===== src/source/fpu_defines.svh =====
// ~~~~~~~~~~~~~~~~~~~~~~~~~~~~~~~~~~~~~~~~~~~~~~~~
// widths, unit codes and sub-op codes shared by the
// scalar FPU blocks and its testbench
// include where a macro is needed
// ~~~~~~~~~~~~~~~~~~~~~~~~~~~~~~~~~~~~~~~~~~~~~~~~
`ifndef FPU_DEFINES_SVH
`define FPU_DEFINES_SVH

// single precision operand layout
`define FPU_EXPWIDTH    8
`define FPU_PRECISION   24
`define FPU_FLEN        (`FPU_EXPWIDTH + `FPU_PRECISION)
`define FPU_XLEN        64
`define FPU_FFLAGS_W    5

// control tag field widths
`define FPU_REGIDX_W    8
`define FPU_WARP_W      3
`define FPU_SOFT_THREAD 4

// op word is {unit code, sub-op}
`define FPU_FU_W        3
`define FPU_SUBOP_W     3
`define FPU_FU_FCMP     3'd1
`define FPU_FU_FPMV     3'd2

`define FCMP_FLE        3'd0
`define FCMP_FLT        3'd1
`define FCMP_FEQ        3'd2
`define FCMP_FMIN       3'd3
`define FCMP_FMAX       3'd4

`define FPMV_SGNJ       3'd0
`define FPMV_SGNJN      3'd1
`define FPMV_SGNJX      3'd2
`define FPMV_MV         3'd3
`define FPMV_CLASS      3'd4

`define FPU_CANON_NAN   32'h7FC0_0000
`define FFLAG_NV        4
`define FFLAG_NX        0

`endif


===== src/source/fpu_pkg.sv =====
// ~~~~~~~~~~~~~~~~~~~~~~~~~~~~~~~~~~~~~~~~~~~~~~~~
// shared types of the scalar FPU: operand words,
// op word, flags, control tag and result
// compile before any block that names fpu_pkg::
// ~~~~~~~~~~~~~~~~~~~~~~~~~~~~~~~~~~~~~~~~~~~~~~~~
`default_nettype none
`include "fpu_defines.svh"

package fpu_pkg;

  typedef struct packed {
    logic                       sign;
    logic [`FPU_EXPWIDTH-1:0]   exp;
    logic [`FPU_PRECISION-2:0]  frac;
  } fp32_fields_t;

  // compare and classify read the fields, moves read the raw word
  typedef union packed {
    fp32_fields_t               f;
    logic [`FPU_FLEN-1:0]       raw;
  } fp_word_u;

  typedef struct packed {
    logic [`FPU_FU_W-1:0]       fu;
    logic [`FPU_SUBOP_W-1:0]    subop;
  } fpu_op_t;

  typedef logic [`FPU_FFLAGS_W-1:0] fflags_t;

  // carried through each unit untouched
  typedef struct packed {
    logic [`FPU_REGIDX_W-1:0]    regindex;
    logic [`FPU_WARP_W-1:0]      warpid;
    logic [`FPU_SOFT_THREAD-1:0] vecmask;
    logic                        wvd;
    logic                        wxd;
  } ctrl_tag_t;

  typedef logic [`FPU_XLEN-1:0] fpu_result_t;

endpackage

`default_nettype wire


===== src/source/fpu_dispatch.sv =====
// ~~~~~~~~~~~~~~~~~~~~~~~~~~~~~~~~~~~~~~~~~~~~~~~~
// input side of the scalar FPU: decodes the unit
// code, raises the addressed unit's valid and
// returns that unit's ready; purely combinational
// ~~~~~~~~~~~~~~~~~~~~~~~~~~~~~~~~~~~~~~~~~~~~~~~~
`timescale 1ns/10ps
`default_nettype none
`include "fpu_defines.svh"

module fpu_dispatch (
  input  wire  fpu_pkg::fpu_op_t    op_i,
  input  wire  fpu_pkg::fp_word_u   a_i,
  input  wire  fpu_pkg::fp_word_u   b_i,
  input  wire  fpu_pkg::ctrl_tag_t  tag_i,
  input  wire                       in_valid_i,
  output logic                      in_ready_o,
  output logic                      fcmp_valid_o,
  input  wire                       fcmp_ready_i,
  output logic                      fpmv_valid_o,
  input  wire                       fpmv_ready_i,
  output logic [`FPU_SUBOP_W-1:0]   unit_subop_o,
  output fpu_pkg::fp_word_u         unit_a_o,
  output fpu_pkg::fp_word_u         unit_b_o,
  output fpu_pkg::ctrl_tag_t        unit_tag_o
);

  logic hit_fcmp;
  logic hit_fpmv;
  logic hit_any;

  assign hit_fcmp = (op_i.fu == `FPU_FU_FCMP);
  assign hit_fpmv = (op_i.fu == `FPU_FU_FPMV);
  assign hit_any  = hit_fcmp | hit_fpmv;

  assign fcmp_valid_o = in_valid_i & hit_fcmp;
  assign fpmv_valid_o = in_valid_i & hit_fpmv;

  // shared payload lines, zero for codes no unit serves
  assign unit_subop_o = hit_any ? op_i.subop : '0;
  assign unit_a_o     = hit_any ? a_i : '0;
  assign unit_b_o     = hit_any ? b_i : '0;
  assign unit_tag_o   = hit_any ? tag_i : '0;

  // ready of the unit the incoming op addresses
  assign in_ready_o = hit_fcmp ? fcmp_ready_i :
                      hit_fpmv ? fpmv_ready_i : 1'b0;

endmodule

`default_nettype wire


===== src/source/fcmp_unit.sv =====
// ~~~~~~~~~~~~~~~~~~~~~~~~~~~~~~~~~~~~~~~~~~~~~~~~
// single precision compare unit: fle, flt, feq,
// fmin and fmax with invalid-operation flags
// one output register, one cycle of latency
// ~~~~~~~~~~~~~~~~~~~~~~~~~~~~~~~~~~~~~~~~~~~~~~~~
`timescale 1ns/10ps
`default_nettype none
`include "fpu_defines.svh"

module fcmp_unit (
  input  wire                       clk,
  input  wire                       rst_n_i,
  input  wire                       in_valid_i,
  output logic                      in_ready_o,
  input  wire  [`FPU_SUBOP_W-1:0]   subop_i,
  input  wire  fpu_pkg::fp_word_u   a_i,
  input  wire  fpu_pkg::fp_word_u   b_i,
  input  wire  fpu_pkg::ctrl_tag_t  tag_i,
  output logic                      out_valid_o,
  input  wire                       out_ready_i,
  output fpu_pkg::fpu_result_t      result_o,
  output fpu_pkg::fflags_t          fflags_o,
  output fpu_pkg::ctrl_tag_t        tag_o
);

  logic                 a_nan;
  logic                 b_nan;
  logic                 any_nan;
  logic                 any_snan;
  logic                 both_zero;
  logic                 mag_lt;
  logic                 mag_eq;
  logic                 ord_lt;
  logic                 lt;
  logic                 eq;
  logic [`FPU_FLEN-1:0] minmax;
  fpu_pkg::fpu_result_t result_d;
  fpu_pkg::fflags_t     fflags_d;

  assign a_nan    = (a_i.f.exp == '1) && (a_i.f.frac != '0);
  assign b_nan    = (b_i.f.exp == '1) && (b_i.f.frac != '0);
  assign any_nan  = a_nan | b_nan;
  // quiet bit clear marks a signaling NaN
  assign any_snan = (a_nan && !a_i.f.frac[`FPU_PRECISION-2]) ||
                    (b_nan && !b_i.f.frac[`FPU_PRECISION-2]);

  assign both_zero = ({a_i.f.exp, a_i.f.frac} == '0) && ({b_i.f.exp, b_i.f.frac} == '0);
  assign mag_lt    = {a_i.f.exp, a_i.f.frac} < {b_i.f.exp, b_i.f.frac};
  assign mag_eq    = {a_i.f.exp, a_i.f.frac} == {b_i.f.exp, b_i.f.frac};

  // total order with -0 below +0
  assign ord_lt = (a_i.f.sign != b_i.f.sign) ? a_i.f.sign :
                  (a_i.f.sign ? !(mag_lt || mag_eq) : mag_lt);

  // ieee order, signed zeros equal
  assign lt = !any_nan && !both_zero && ord_lt;
  assign eq = !any_nan && (both_zero || (a_i.f.sign == b_i.f.sign && mag_eq));

  always_comb begin
    if (a_nan && b_nan) begin
      minmax = `FPU_CANON_NAN;
    end else if (a_nan) begin
      minmax = b_i.raw;
    end else if (b_nan) begin
      minmax = a_i.raw;
    end else if (ord_lt ^ (subop_i == `FCMP_FMAX)) begin
      minmax = a_i.raw;
    end else begin
      minmax = b_i.raw;
    end
  end

  always_comb begin
    result_d = '0;
    fflags_d = '0;
    case (subop_i)
      `FCMP_FLE: begin
        result_d[0]         = lt | eq;
        fflags_d[`FFLAG_NV] = any_nan;
      end
      `FCMP_FLT: begin
        result_d[0]         = lt;
        fflags_d[`FFLAG_NV] = any_nan;
      end
      `FCMP_FEQ: begin
        result_d[0]         = eq;
        fflags_d[`FFLAG_NV] = any_snan;
      end
      `FCMP_FMIN, `FCMP_FMAX: begin
        result_d[`FPU_FLEN-1:0] = minmax;
        fflags_d[`FFLAG_NV]     = any_snan;
      end
      default: begin
        result_d = '0;
      end
    endcase
  end

  // register is free when empty or draining this cycle
  assign in_ready_o = !out_valid_o || out_ready_i;

  always_ff @(posedge clk) begin
    if (!rst_n_i) begin
      out_valid_o <= 1'b0;
    end else if (in_ready_o) begin
      out_valid_o <= in_valid_i;
    end
  end

  always_ff @(posedge clk) begin
    if (in_valid_i && in_ready_o) begin
      result_o <= result_d;
      fflags_o <= fflags_d;
      tag_o    <= tag_i;
    end
  end

endmodule

`default_nettype wire


===== src/source/fpmv_unit.sv =====
// ~~~~~~~~~~~~~~~~~~~~~~~~~~~~~~~~~~~~~~~~~~~~~~~~
// sign injection, raw move and fclass unit
// never raises a flag; one output register,
// one cycle of latency
// ~~~~~~~~~~~~~~~~~~~~~~~~~~~~~~~~~~~~~~~~~~~~~~~~
`timescale 1ns/10ps
`default_nettype none
`include "fpu_defines.svh"

module fpmv_unit (
  input  wire                       clk,
  input  wire                       rst_n_i,
  input  wire                       in_valid_i,
  output logic                      in_ready_o,
  input  wire  [`FPU_SUBOP_W-1:0]   subop_i,
  input  wire  fpu_pkg::fp_word_u   a_i,
  input  wire  fpu_pkg::fp_word_u   b_i,
  input  wire  fpu_pkg::ctrl_tag_t  tag_i,
  output logic                      out_valid_o,
  input  wire                       out_ready_i,
  output fpu_pkg::fpu_result_t      result_o,
  output fpu_pkg::fflags_t          fflags_o,
  output fpu_pkg::ctrl_tag_t        tag_o
);

  logic                   exp_ones;
  logic                   exp_zero;
  logic                   frac_zero;
  logic                   is_nan;
  logic                   quiet;
  logic                   sgn;
  logic [9:0]             class_mask;
  logic [`FPU_FLEN-2:0]   a_mag;
  fpu_pkg::fpu_result_t   result_d;

  assign exp_ones  = (a_i.f.exp == '1);
  assign exp_zero  = (a_i.f.exp == '0);
  assign frac_zero = (a_i.f.frac == '0);
  assign is_nan    = exp_ones && !frac_zero;
  assign quiet     = a_i.f.frac[`FPU_PRECISION-2];
  assign sgn       = a_i.f.sign;

  // risc-v fclass bits, -inf in bit 0 up to qnan in bit 9
  assign class_mask = {is_nan && quiet,
                       is_nan && !quiet,
                       !sgn && exp_ones && frac_zero,
                       !sgn && !exp_ones && !exp_zero,
                       !sgn && exp_zero && !frac_zero,
                       !sgn && exp_zero && frac_zero,
                       sgn && exp_zero && frac_zero,
                       sgn && exp_zero && !frac_zero,
                       sgn && !exp_ones && !exp_zero,
                       sgn && exp_ones && frac_zero};

  assign a_mag = a_i.raw[`FPU_FLEN-2:0];

  always_comb begin
    result_d = '0;
    case (subop_i)
      `FPMV_SGNJ:  result_d[`FPU_FLEN-1:0] = {b_i.f.sign, a_mag};
      `FPMV_SGNJN: result_d[`FPU_FLEN-1:0] = {~b_i.f.sign, a_mag};
      `FPMV_SGNJX: result_d[`FPU_FLEN-1:0] = {a_i.f.sign ^ b_i.f.sign, a_mag};
      `FPMV_MV:    result_d[`FPU_FLEN-1:0] = a_i.raw;
      `FPMV_CLASS: result_d[9:0]           = class_mask;
      default:     result_d                = '0;
    endcase
  end

  assign in_ready_o = !out_valid_o || out_ready_i;

  always_ff @(posedge clk) begin
    if (!rst_n_i) begin
      out_valid_o <= 1'b0;
    end else if (in_ready_o) begin
      out_valid_o <= in_valid_i;
    end
  end

  // flags stay zero for every move op
  always_ff @(posedge clk) begin
    if (in_valid_i && in_ready_o) begin
      result_o <= result_d;
      fflags_o <= '0;
      tag_o    <= tag_i;
    end
  end

endmodule

`default_nettype wire


===== src/source/fpu_result_arbiter.sv =====
// ~~~~~~~~~~~~~~~~~~~~~~~~~~~~~~~~~~~~~~~~~~~~~~~~
// output side of the scalar FPU: fixed priority
// grant (compare before move), binary select,
// result mux and out_ready to the granted unit
// ~~~~~~~~~~~~~~~~~~~~~~~~~~~~~~~~~~~~~~~~~~~~~~~~
`timescale 1ns/10ps
`default_nettype none
`include "fpu_defines.svh"

module fpu_result_arbiter (
  input  wire                         fcmp_valid_i,
  input  wire                         fpmv_valid_i,
  output logic                        fcmp_ready_o,
  output logic                        fpmv_ready_o,
  input  wire  fpu_pkg::fpu_result_t  fcmp_result_i,
  input  wire  fpu_pkg::fpu_result_t  fpmv_result_i,
  input  wire  fpu_pkg::fflags_t      fcmp_fflags_i,
  input  wire  fpu_pkg::fflags_t      fpmv_fflags_i,
  input  wire  fpu_pkg::ctrl_tag_t    fcmp_tag_i,
  input  wire  fpu_pkg::ctrl_tag_t    fpmv_tag_i,
  input  wire                         out_ready_i,
  output logic                        out_valid_o,
  output logic [`FPU_FU_W-1:0]        select_o,
  output fpu_pkg::fpu_result_t        result_o,
  output fpu_pkg::fflags_t            fflags_o,
  output fpu_pkg::ctrl_tag_t          tag_o
);

  logic grant_fcmp;
  logic grant_fpmv;

  assign grant_fcmp  = fcmp_valid_i;
  assign grant_fpmv  = fpmv_valid_i && !fcmp_valid_i;
  assign out_valid_o = fcmp_valid_i | fpmv_valid_i;

  // select carries the granted unit's code, 0 when idle
  assign select_o = grant_fcmp ? `FPU_FU_FCMP :
                    grant_fpmv ? `FPU_FU_FPMV : '0;

  // a waiting unit keeps its result until granted
  assign fcmp_ready_o = grant_fcmp & out_ready_i;
  assign fpmv_ready_o = grant_fpmv & out_ready_i;

  always_comb begin
    if (grant_fcmp) begin
      result_o = fcmp_result_i;
      fflags_o = fcmp_fflags_i;
      tag_o    = fcmp_tag_i;
    end else if (grant_fpmv) begin
      result_o = fpmv_result_i;
      fflags_o = fpmv_fflags_i;
      tag_o    = fpmv_tag_i;
    end else begin
      result_o = '0;
      fflags_o = '0;
      tag_o    = '0;
    end
  end

endmodule

`default_nettype wire


===== src/source/scalar_fpu.sv =====
// ~~~~~~~~~~~~~~~~~~~~~~~~~~~~~~~~~~~~~~~~~~~~~~~~
// scalar single precision FPU with compare and
// sign/move units behind one valid/ready port
// op_i = {unit code, sub-op}; results may return
// out of order, the control tag tells them apart
// ~~~~~~~~~~~~~~~~~~~~~~~~~~~~~~~~~~~~~~~~~~~~~~~~
`timescale 1ns/10ps
`default_nettype none
`include "fpu_defines.svh"

module scalar_fpu (
  input  wire                          clk,
  input  wire                          rst_n_i,
  input  wire  fpu_pkg::fpu_op_t       op_i,
  input  wire  fpu_pkg::fp_word_u      a_i,
  input  wire  fpu_pkg::fp_word_u      b_i,
  input  wire  [`FPU_REGIDX_W-1:0]     ctrl_regindex_i,
  input  wire  [`FPU_WARP_W-1:0]       ctrl_warpid_i,
  input  wire  [`FPU_SOFT_THREAD-1:0]  ctrl_vecmask_i,
  input  wire                          ctrl_wvd_i,
  input  wire                          ctrl_wxd_i,
  input  wire                          in_valid_i,
  input  wire                          out_ready_i,
  output logic                         in_ready_o,
  output logic                         out_valid_o,
  output logic [`FPU_FU_W-1:0]         select_o,
  output fpu_pkg::fpu_result_t         result_o,
  output fpu_pkg::fflags_t             fflags_o,
  output logic [`FPU_REGIDX_W-1:0]     ctrl_regindex_o,
  output logic [`FPU_WARP_W-1:0]       ctrl_warpid_o,
  output logic [`FPU_SOFT_THREAD-1:0]  ctrl_vecmask_o,
  output logic                         ctrl_wvd_o,
  output logic                         ctrl_wxd_o
);

  fpu_pkg::ctrl_tag_t      in_tag;
  fpu_pkg::ctrl_tag_t      out_tag;
  fpu_pkg::ctrl_tag_t      unit_tag;
  logic [`FPU_SUBOP_W-1:0] unit_subop;
  fpu_pkg::fp_word_u       unit_a;
  fpu_pkg::fp_word_u       unit_b;

  logic                    fcmp_in_valid;
  logic                    fcmp_in_ready;
  logic                    fcmp_out_valid;
  logic                    fcmp_out_ready;
  fpu_pkg::fpu_result_t    fcmp_result;
  fpu_pkg::fflags_t        fcmp_fflags;
  fpu_pkg::ctrl_tag_t      fcmp_tag;

  logic                    fpmv_in_valid;
  logic                    fpmv_in_ready;
  logic                    fpmv_out_valid;
  logic                    fpmv_out_ready;
  fpu_pkg::fpu_result_t    fpmv_result;
  fpu_pkg::fflags_t        fpmv_fflags;
  fpu_pkg::ctrl_tag_t      fpmv_tag;

  assign in_tag = '{regindex: ctrl_regindex_i, warpid: ctrl_warpid_i,
                    vecmask: ctrl_vecmask_i, wvd: ctrl_wvd_i, wxd: ctrl_wxd_i};

  assign ctrl_regindex_o = out_tag.regindex;
  assign ctrl_warpid_o   = out_tag.warpid;
  assign ctrl_vecmask_o  = out_tag.vecmask;
  assign ctrl_wvd_o      = out_tag.wvd;
  assign ctrl_wxd_o      = out_tag.wxd;

  fpu_dispatch u_dispatch (
    .op_i         (op_i),
    .a_i          (a_i),
    .b_i          (b_i),
    .tag_i        (in_tag),
    .in_valid_i   (in_valid_i),
    .in_ready_o   (in_ready_o),
    .fcmp_valid_o (fcmp_in_valid),
    .fcmp_ready_i (fcmp_in_ready),
    .fpmv_valid_o (fpmv_in_valid),
    .fpmv_ready_i (fpmv_in_ready),
    .unit_subop_o (unit_subop),
    .unit_a_o     (unit_a),
    .unit_b_o     (unit_b),
    .unit_tag_o   (unit_tag)
  );

  fcmp_unit u_fcmp (
    .clk         (clk),
    .rst_n_i     (rst_n_i),
    .in_valid_i  (fcmp_in_valid),
    .in_ready_o  (fcmp_in_ready),
    .subop_i     (unit_subop),
    .a_i         (unit_a),
    .b_i         (unit_b),
    .tag_i       (unit_tag),
    .out_valid_o (fcmp_out_valid),
    .out_ready_i (fcmp_out_ready),
    .result_o    (fcmp_result),
    .fflags_o    (fcmp_fflags),
    .tag_o       (fcmp_tag)
  );

  fpmv_unit u_fpmv (
    .clk         (clk),
    .rst_n_i     (rst_n_i),
    .in_valid_i  (fpmv_in_valid),
    .in_ready_o  (fpmv_in_ready),
    .subop_i     (unit_subop),
    .a_i         (unit_a),
    .b_i         (unit_b),
    .tag_i       (unit_tag),
    .out_valid_o (fpmv_out_valid),
    .out_ready_i (fpmv_out_ready),
    .result_o    (fpmv_result),
    .fflags_o    (fpmv_fflags),
    .tag_o       (fpmv_tag)
  );

  fpu_result_arbiter u_arbiter (
    .fcmp_valid_i  (fcmp_out_valid),
    .fpmv_valid_i  (fpmv_out_valid),
    .fcmp_ready_o  (fcmp_out_ready),
    .fpmv_ready_o  (fpmv_out_ready),
    .fcmp_result_i (fcmp_result),
    .fpmv_result_i (fpmv_result),
    .fcmp_fflags_i (fcmp_fflags),
    .fpmv_fflags_i (fpmv_fflags),
    .fcmp_tag_i    (fcmp_tag),
    .fpmv_tag_i    (fpmv_tag),
    .out_ready_i   (out_ready_i),
    .out_valid_o   (out_valid_o),
    .select_o      (select_o),
    .result_o      (result_o),
    .fflags_o      (fflags_o),
    .tag_o         (out_tag)
  );

endmodule

`default_nettype wire


===== config.mk =====
export PLATFORM = sky130hd
export DESIGN_NAME = scalar_fpu
export DESIGN_NICKNAME = d
export VERILOG_FILES = /design/src/source/fpu_pkg.sv /design/src/source/fpu_dispatch.sv /design/src/source/fcmp_unit.sv /design/src/source/fpmv_unit.sv /design/src/source/fpu_result_arbiter.sv /design/src/source/scalar_fpu.sv
export VERILOG_INCLUDE_DIRS = /design/src /design/src/source
export SDC_FILE = /design/constraint.sdc
export NUM_CORES = 1
export LEC_CHECK = 0
export BUFFER_PORTS_ARGS = -buffer_cell sky130_fd_sc_hd__buf_2
export CAP_MARGIN = 30
export CORE_ASPECT_RATIO = 1.75
export CORE_MARGIN = 2
export CORE_UTILIZATION = 35
export CTS_CLUSTER_SIZE = 20
export DETAILED_ROUTE_END_ITERATION = 7
export PLACE_DENSITY = 0.55
export SYNTH_ARGS = -nofsm -noshare
export SYNTH_HDL_FRONTEND = slang
export SYNTH_HIERARCHICAL = 1
export SYNTH_SLANG_ARGS = --single-unit

===== constraint.sdc =====
create_clock -name clk -period 5.6 [get_ports clk]
set_input_delay 1.12 -clock clk [delete_from_list [all_inputs] [get_ports clk]]
set_output_delay 1.12 -clock clk [all_outputs]
set_load 0.005 [all_outputs]

==> summary.txt <==
Synthesis
  • Distinct cells, synth: 69
  • Adder-Cell Fraction of Synth Area: 4.85%
  • Area fraction in compound gates after synthesis: 20.0%
  • Post-synth EDFFs: 99
  • FF+latch count, synth: 101
  • Simple-gate area share of the yosys netlist: 23.9%
  • Synth Flop Type: edfxtp_1
  • YS warnings: 6
  • Mapped Cells: 767
  • Async S/R FF share, synth: 0%
  • Synth Cell Area: 0.00800 mm²
  • Post-synthesis sequential area ratio: a little under two fifths
  • Largest family of logic cells by synthesized area: simple AND/OR/NAND/NOR gates
  • Post-synthesis mux area share: 0.125%
  • Avg Cell Area, Syn: 10.4 µm²
  • XOR/XNOR Fraction of Synth Area: 0.219%

Global routing
  • GRT Util Overall: between 10% and 20%
  • GR Util met1: 21.9%
  • Grt peak-use layer: met2
  • Vias in the first global route: 6190
  • Initial antenna violation count: 0
  • Global Route met2 Usage: about a third
  • GRT met3 Usage: between 1.5 and 2%
  • Grt total ovfl: 0
  • Largest net degree at the start of global routing: 92
  • First-pass GRT wire length: ~35000 µm

Setup path
  • Crit. End Element: register
  • Crit start category: primary input
  • Critical path's most frequent cell: o211ai_1
  • Slowest CP cell: or3_4
  • Worst reg2reg setup slack: 2240 ps
  • Reg2Reg Capture Point: u_fpmv/result_o[11]$_DFFE_PP_
  • Biggest cell delay along the critical path: 590 ps
  • Worst-path cell chain: buf_2 -> xnor2_2 -> buf_12 -> nor3b_2 -> inv_1 -> ha_1 -> nand4_1 -> nor4_2 -> o31ai_1 -> o211ai_1 -> a2111oi_2 -> or3_4 -> o211ai_1 -> o21ai_0
  • CP Buf/Inv Count: 3
  • Critical Path RT: 5670 ps
  • Crit Path Category: in2reg
  • Reg2Reg Launch Point: u_fcmp/out_valid_o$_SDFFE_PN0N_
  • Worst Path Arrival: 4960 ps
  • Cell class contributing the biggest share of worst-path delay: simple AND/OR/NAND/NOR gates
  • R2R cell count: 5
  • Critical-path maximum fanout: 51

Routing
  • Final ANT Viol Nets: 0
  • Drt drc: 0
  • Initial DRT Pass Iterations: 5
  • Via Count: 6241
  • Drt total wl: 22900 µm
  • Drt via density: 5.17
  • DR WL/cell: 19.0 µm
  • Number of DRC markers in iteration 0: approximately 410

Finish
  • Layout cells sized above 1: 33.0%
  • Inserted Diodes: 0
  • Net count reported at finish: 1024
  • Multi-input logic area: 0.00423 mm²
  • Seq. cell area: between 0.003 and 0.004 mm²
  • Syn-to-layout area delta: 13.6%
  • Post-route cell area: ~0.0091 mm²
  • Final non-filler cell total: approximately 1200
  • Fillers: 2265

STA
  • Fin. Hold Viols: 0
  • Final setup viols: 0
  • Tmin final: 4880 ps
  • Final WS setup: 718 ps
  • RSZ-0062 raised after global routing: false
  • Period utilization: 87.2%
  • F_max: 205 MHz
  • Worst slew margin: roughly a third
  • Final-report max-slew violation count: 0
  • Worst Tran Pin Value: slightly below 1000 ps
  • Clock Skews: 7.86 ps
  • Sum Neg Setup Slack: 0 ps

Clock tree
  • Post-CTS Resized: 0
  • CTS Buf Count: 9
  • Setup Buffers After CTS: 0
  • Clock latency at the later pin of the worst-skew pair: 340 ps
  • CTS tree: built
  • CTS sink cnt: 101
  • Clock Pin Slew Worst Setup and Hold Paths: 70 ps
  • Clk root buf: clkbuf_16
  • Max clock buf depth: 2
  • H-tree depth: 3
  • CTS Hold Bufs: 0

Power and ir drop
  • Pwr dens: around 210 mW/mm²
  • Worst VDD drop: about 120 µV
  • Total power: approximately 0.0019 W
  • Lkg Pwr: 3.34 nW

Min path
  • Hold Path Class: reg2reg
  • Hold Path End: u_fpmv/out_valid_o$_SDFFE_PN0N_
  • Hold path depth: 2
  • Hold wc startpoint: u_fpmv/out_valid_o$_SDFFE_PN0N_

Place
  • Dpl cells: 1191
  • Cell Area, Placed: 0.00881 mm²
  • PortBufs: 144
  • Pre-CTS setup slack: 363 ps
  • Detail Placement HPWL: 17400 µm
  • Routability cong.: 0.910

Floorplanning
  • Row cnt: 73
  • Die X: between 100 and 150 µm
  • Vert. Die Dim: 204 µm
  • Core region area: 0.0226 mm²
  • Io pins: 182
  • Die area: approximately 0.024 mm²
  • Initial Util: 35.5%

Outcome
  • Status: complete, no violations

Flow run
  • Maxcap violations: 0
[cells in the mapped netlist (all sizes together), types with 4 or more instances]
cell	instances	area, µm²
nor2	13	66.3
a21oi	29	153
a32o	4	40.0
o31ai	4	30.0
a22o	88	771
o211ai	23	173
clkbuf	27	104
and2	5	31.3
nor3	7	46.3
nand2	42	160
buf	105	797
nor2b	25	159
o21ai	38	220
nand2b	4	25.0
nor4	20	131
nand4	19	119
edfxtp	99	2970
or3	4	30.0
nor3b	85	950
ha	31	388
nand3	11	60.1
inv	38	143
or4	5	52.6
[layout make-up]
cell class | instances | area share [%]
clock inverter | 7 | 0.551
tap | 300 | 4.13
inverter | 39 | 1.61
multi-input combinational | 566 | 46.6
sequential | 101 | 33.2
clock buffer | 9 | 2.48
timing repair buffer | 185 | 11.5
[worst reg2reg max path, delay by kind of cell (launching register included)]
family,cells,cell delay [ps]
AND/OR/NAND/NOR,4,1960
buffers and inverters,1,430
flip-flops,1,640
[cell usage in the layout, fill, tap and decap left out, types with 6 or more instances in the layout]
cell type,n
o211ai_1,23
edfxtp_1,99
clkbuf_16,9
nand4_1,19
o21ai_2,8
inv_1,37
buf_4,41
nor3b_2,61
a21oi_1,26
nand3_1,10
nor4_1,19
nor2_1,10
o21ai_0,30
conb_1,74
nand2_1,41
a22o_1,88
buf_2,143
nor2b_1,24
ha_1,31
nor3b_1,23
nor3_1,6
[stage by stage]
stage	hold WS, ps	utilization [%]
2_1_floorplan	499	-
3_3_place_gp	543	39.1
3_5_place_dp	561	39.1
4_1_cts	571	40.3
5_1_grt	635	40.3
6_report	564	40.3
[routing by layer]
metal / vias up / part of all wire, % / wire length [µm]
li1: 3042 / - / -
met1: 2934 / 39 / 9000
met2: 220 / 53 / 12100
met3: 45 / 4.0 / 916
met4: 0 / 4.0 / 917
met5: - / 0 / 0
[sequential cells by signal, summed over array words and instances, names as in the netlist]
signal / count
u_fpmv/tag_o: 17
u_fcmp/fflags_o: 1
u_fpmv/out_valid_o: 1
u_fcmp/tag_o: 17
u_fpmv/result_o: 32
u_fcmp/out_valid_o: 1
u_fcmp/result_o: 32
[power by group]
group          internal (W)  switching [W]
Sequential         0.000849      0.0000117
Combinational      0.000191       0.000297
Clock              0.000302       0.000275
[how the worst max path moves through the flow]
stage / from / endpoint / slack [ps] / depth (start not counted)
global placement: op_i[3] / u_fcmp/result_o[22]$_SDFFCE_PN0P_ / 390 / 14
floorplan: op_i[5] / u_fcmp/result_o[22]$_SDFFCE_PN0P_ / 1310 / 15
detailed placement: op_i[3] / u_fcmp/result_o[14]$_SDFFCE_PP0P_ / 360 / 14
CTS: op_i[3] / u_fcmp/result_o[14]$_SDFFCE_PP0P_ / 730 / 14
finish: op_i[3] / u_fcmp/result_o[11]$_SDFFCE_PP0P_ / 720 / 14
global route: op_i[3] / u_fcmp/result_o[11]$_SDFFCE_PP0P_ / 580 / 14
[logic make-up after synthesis]
group | count (synthesis)
AO/OA/AOI/OAI | 208
adder cells (fa/ha/maj) | 31
buffers and inverters | 171
flip-flops | 101
XOR/XNOR | 2
other | 3
AND/OR/NAND/NOR | 250
multiplexers | 1
Power figures use the tool's default switching activity.
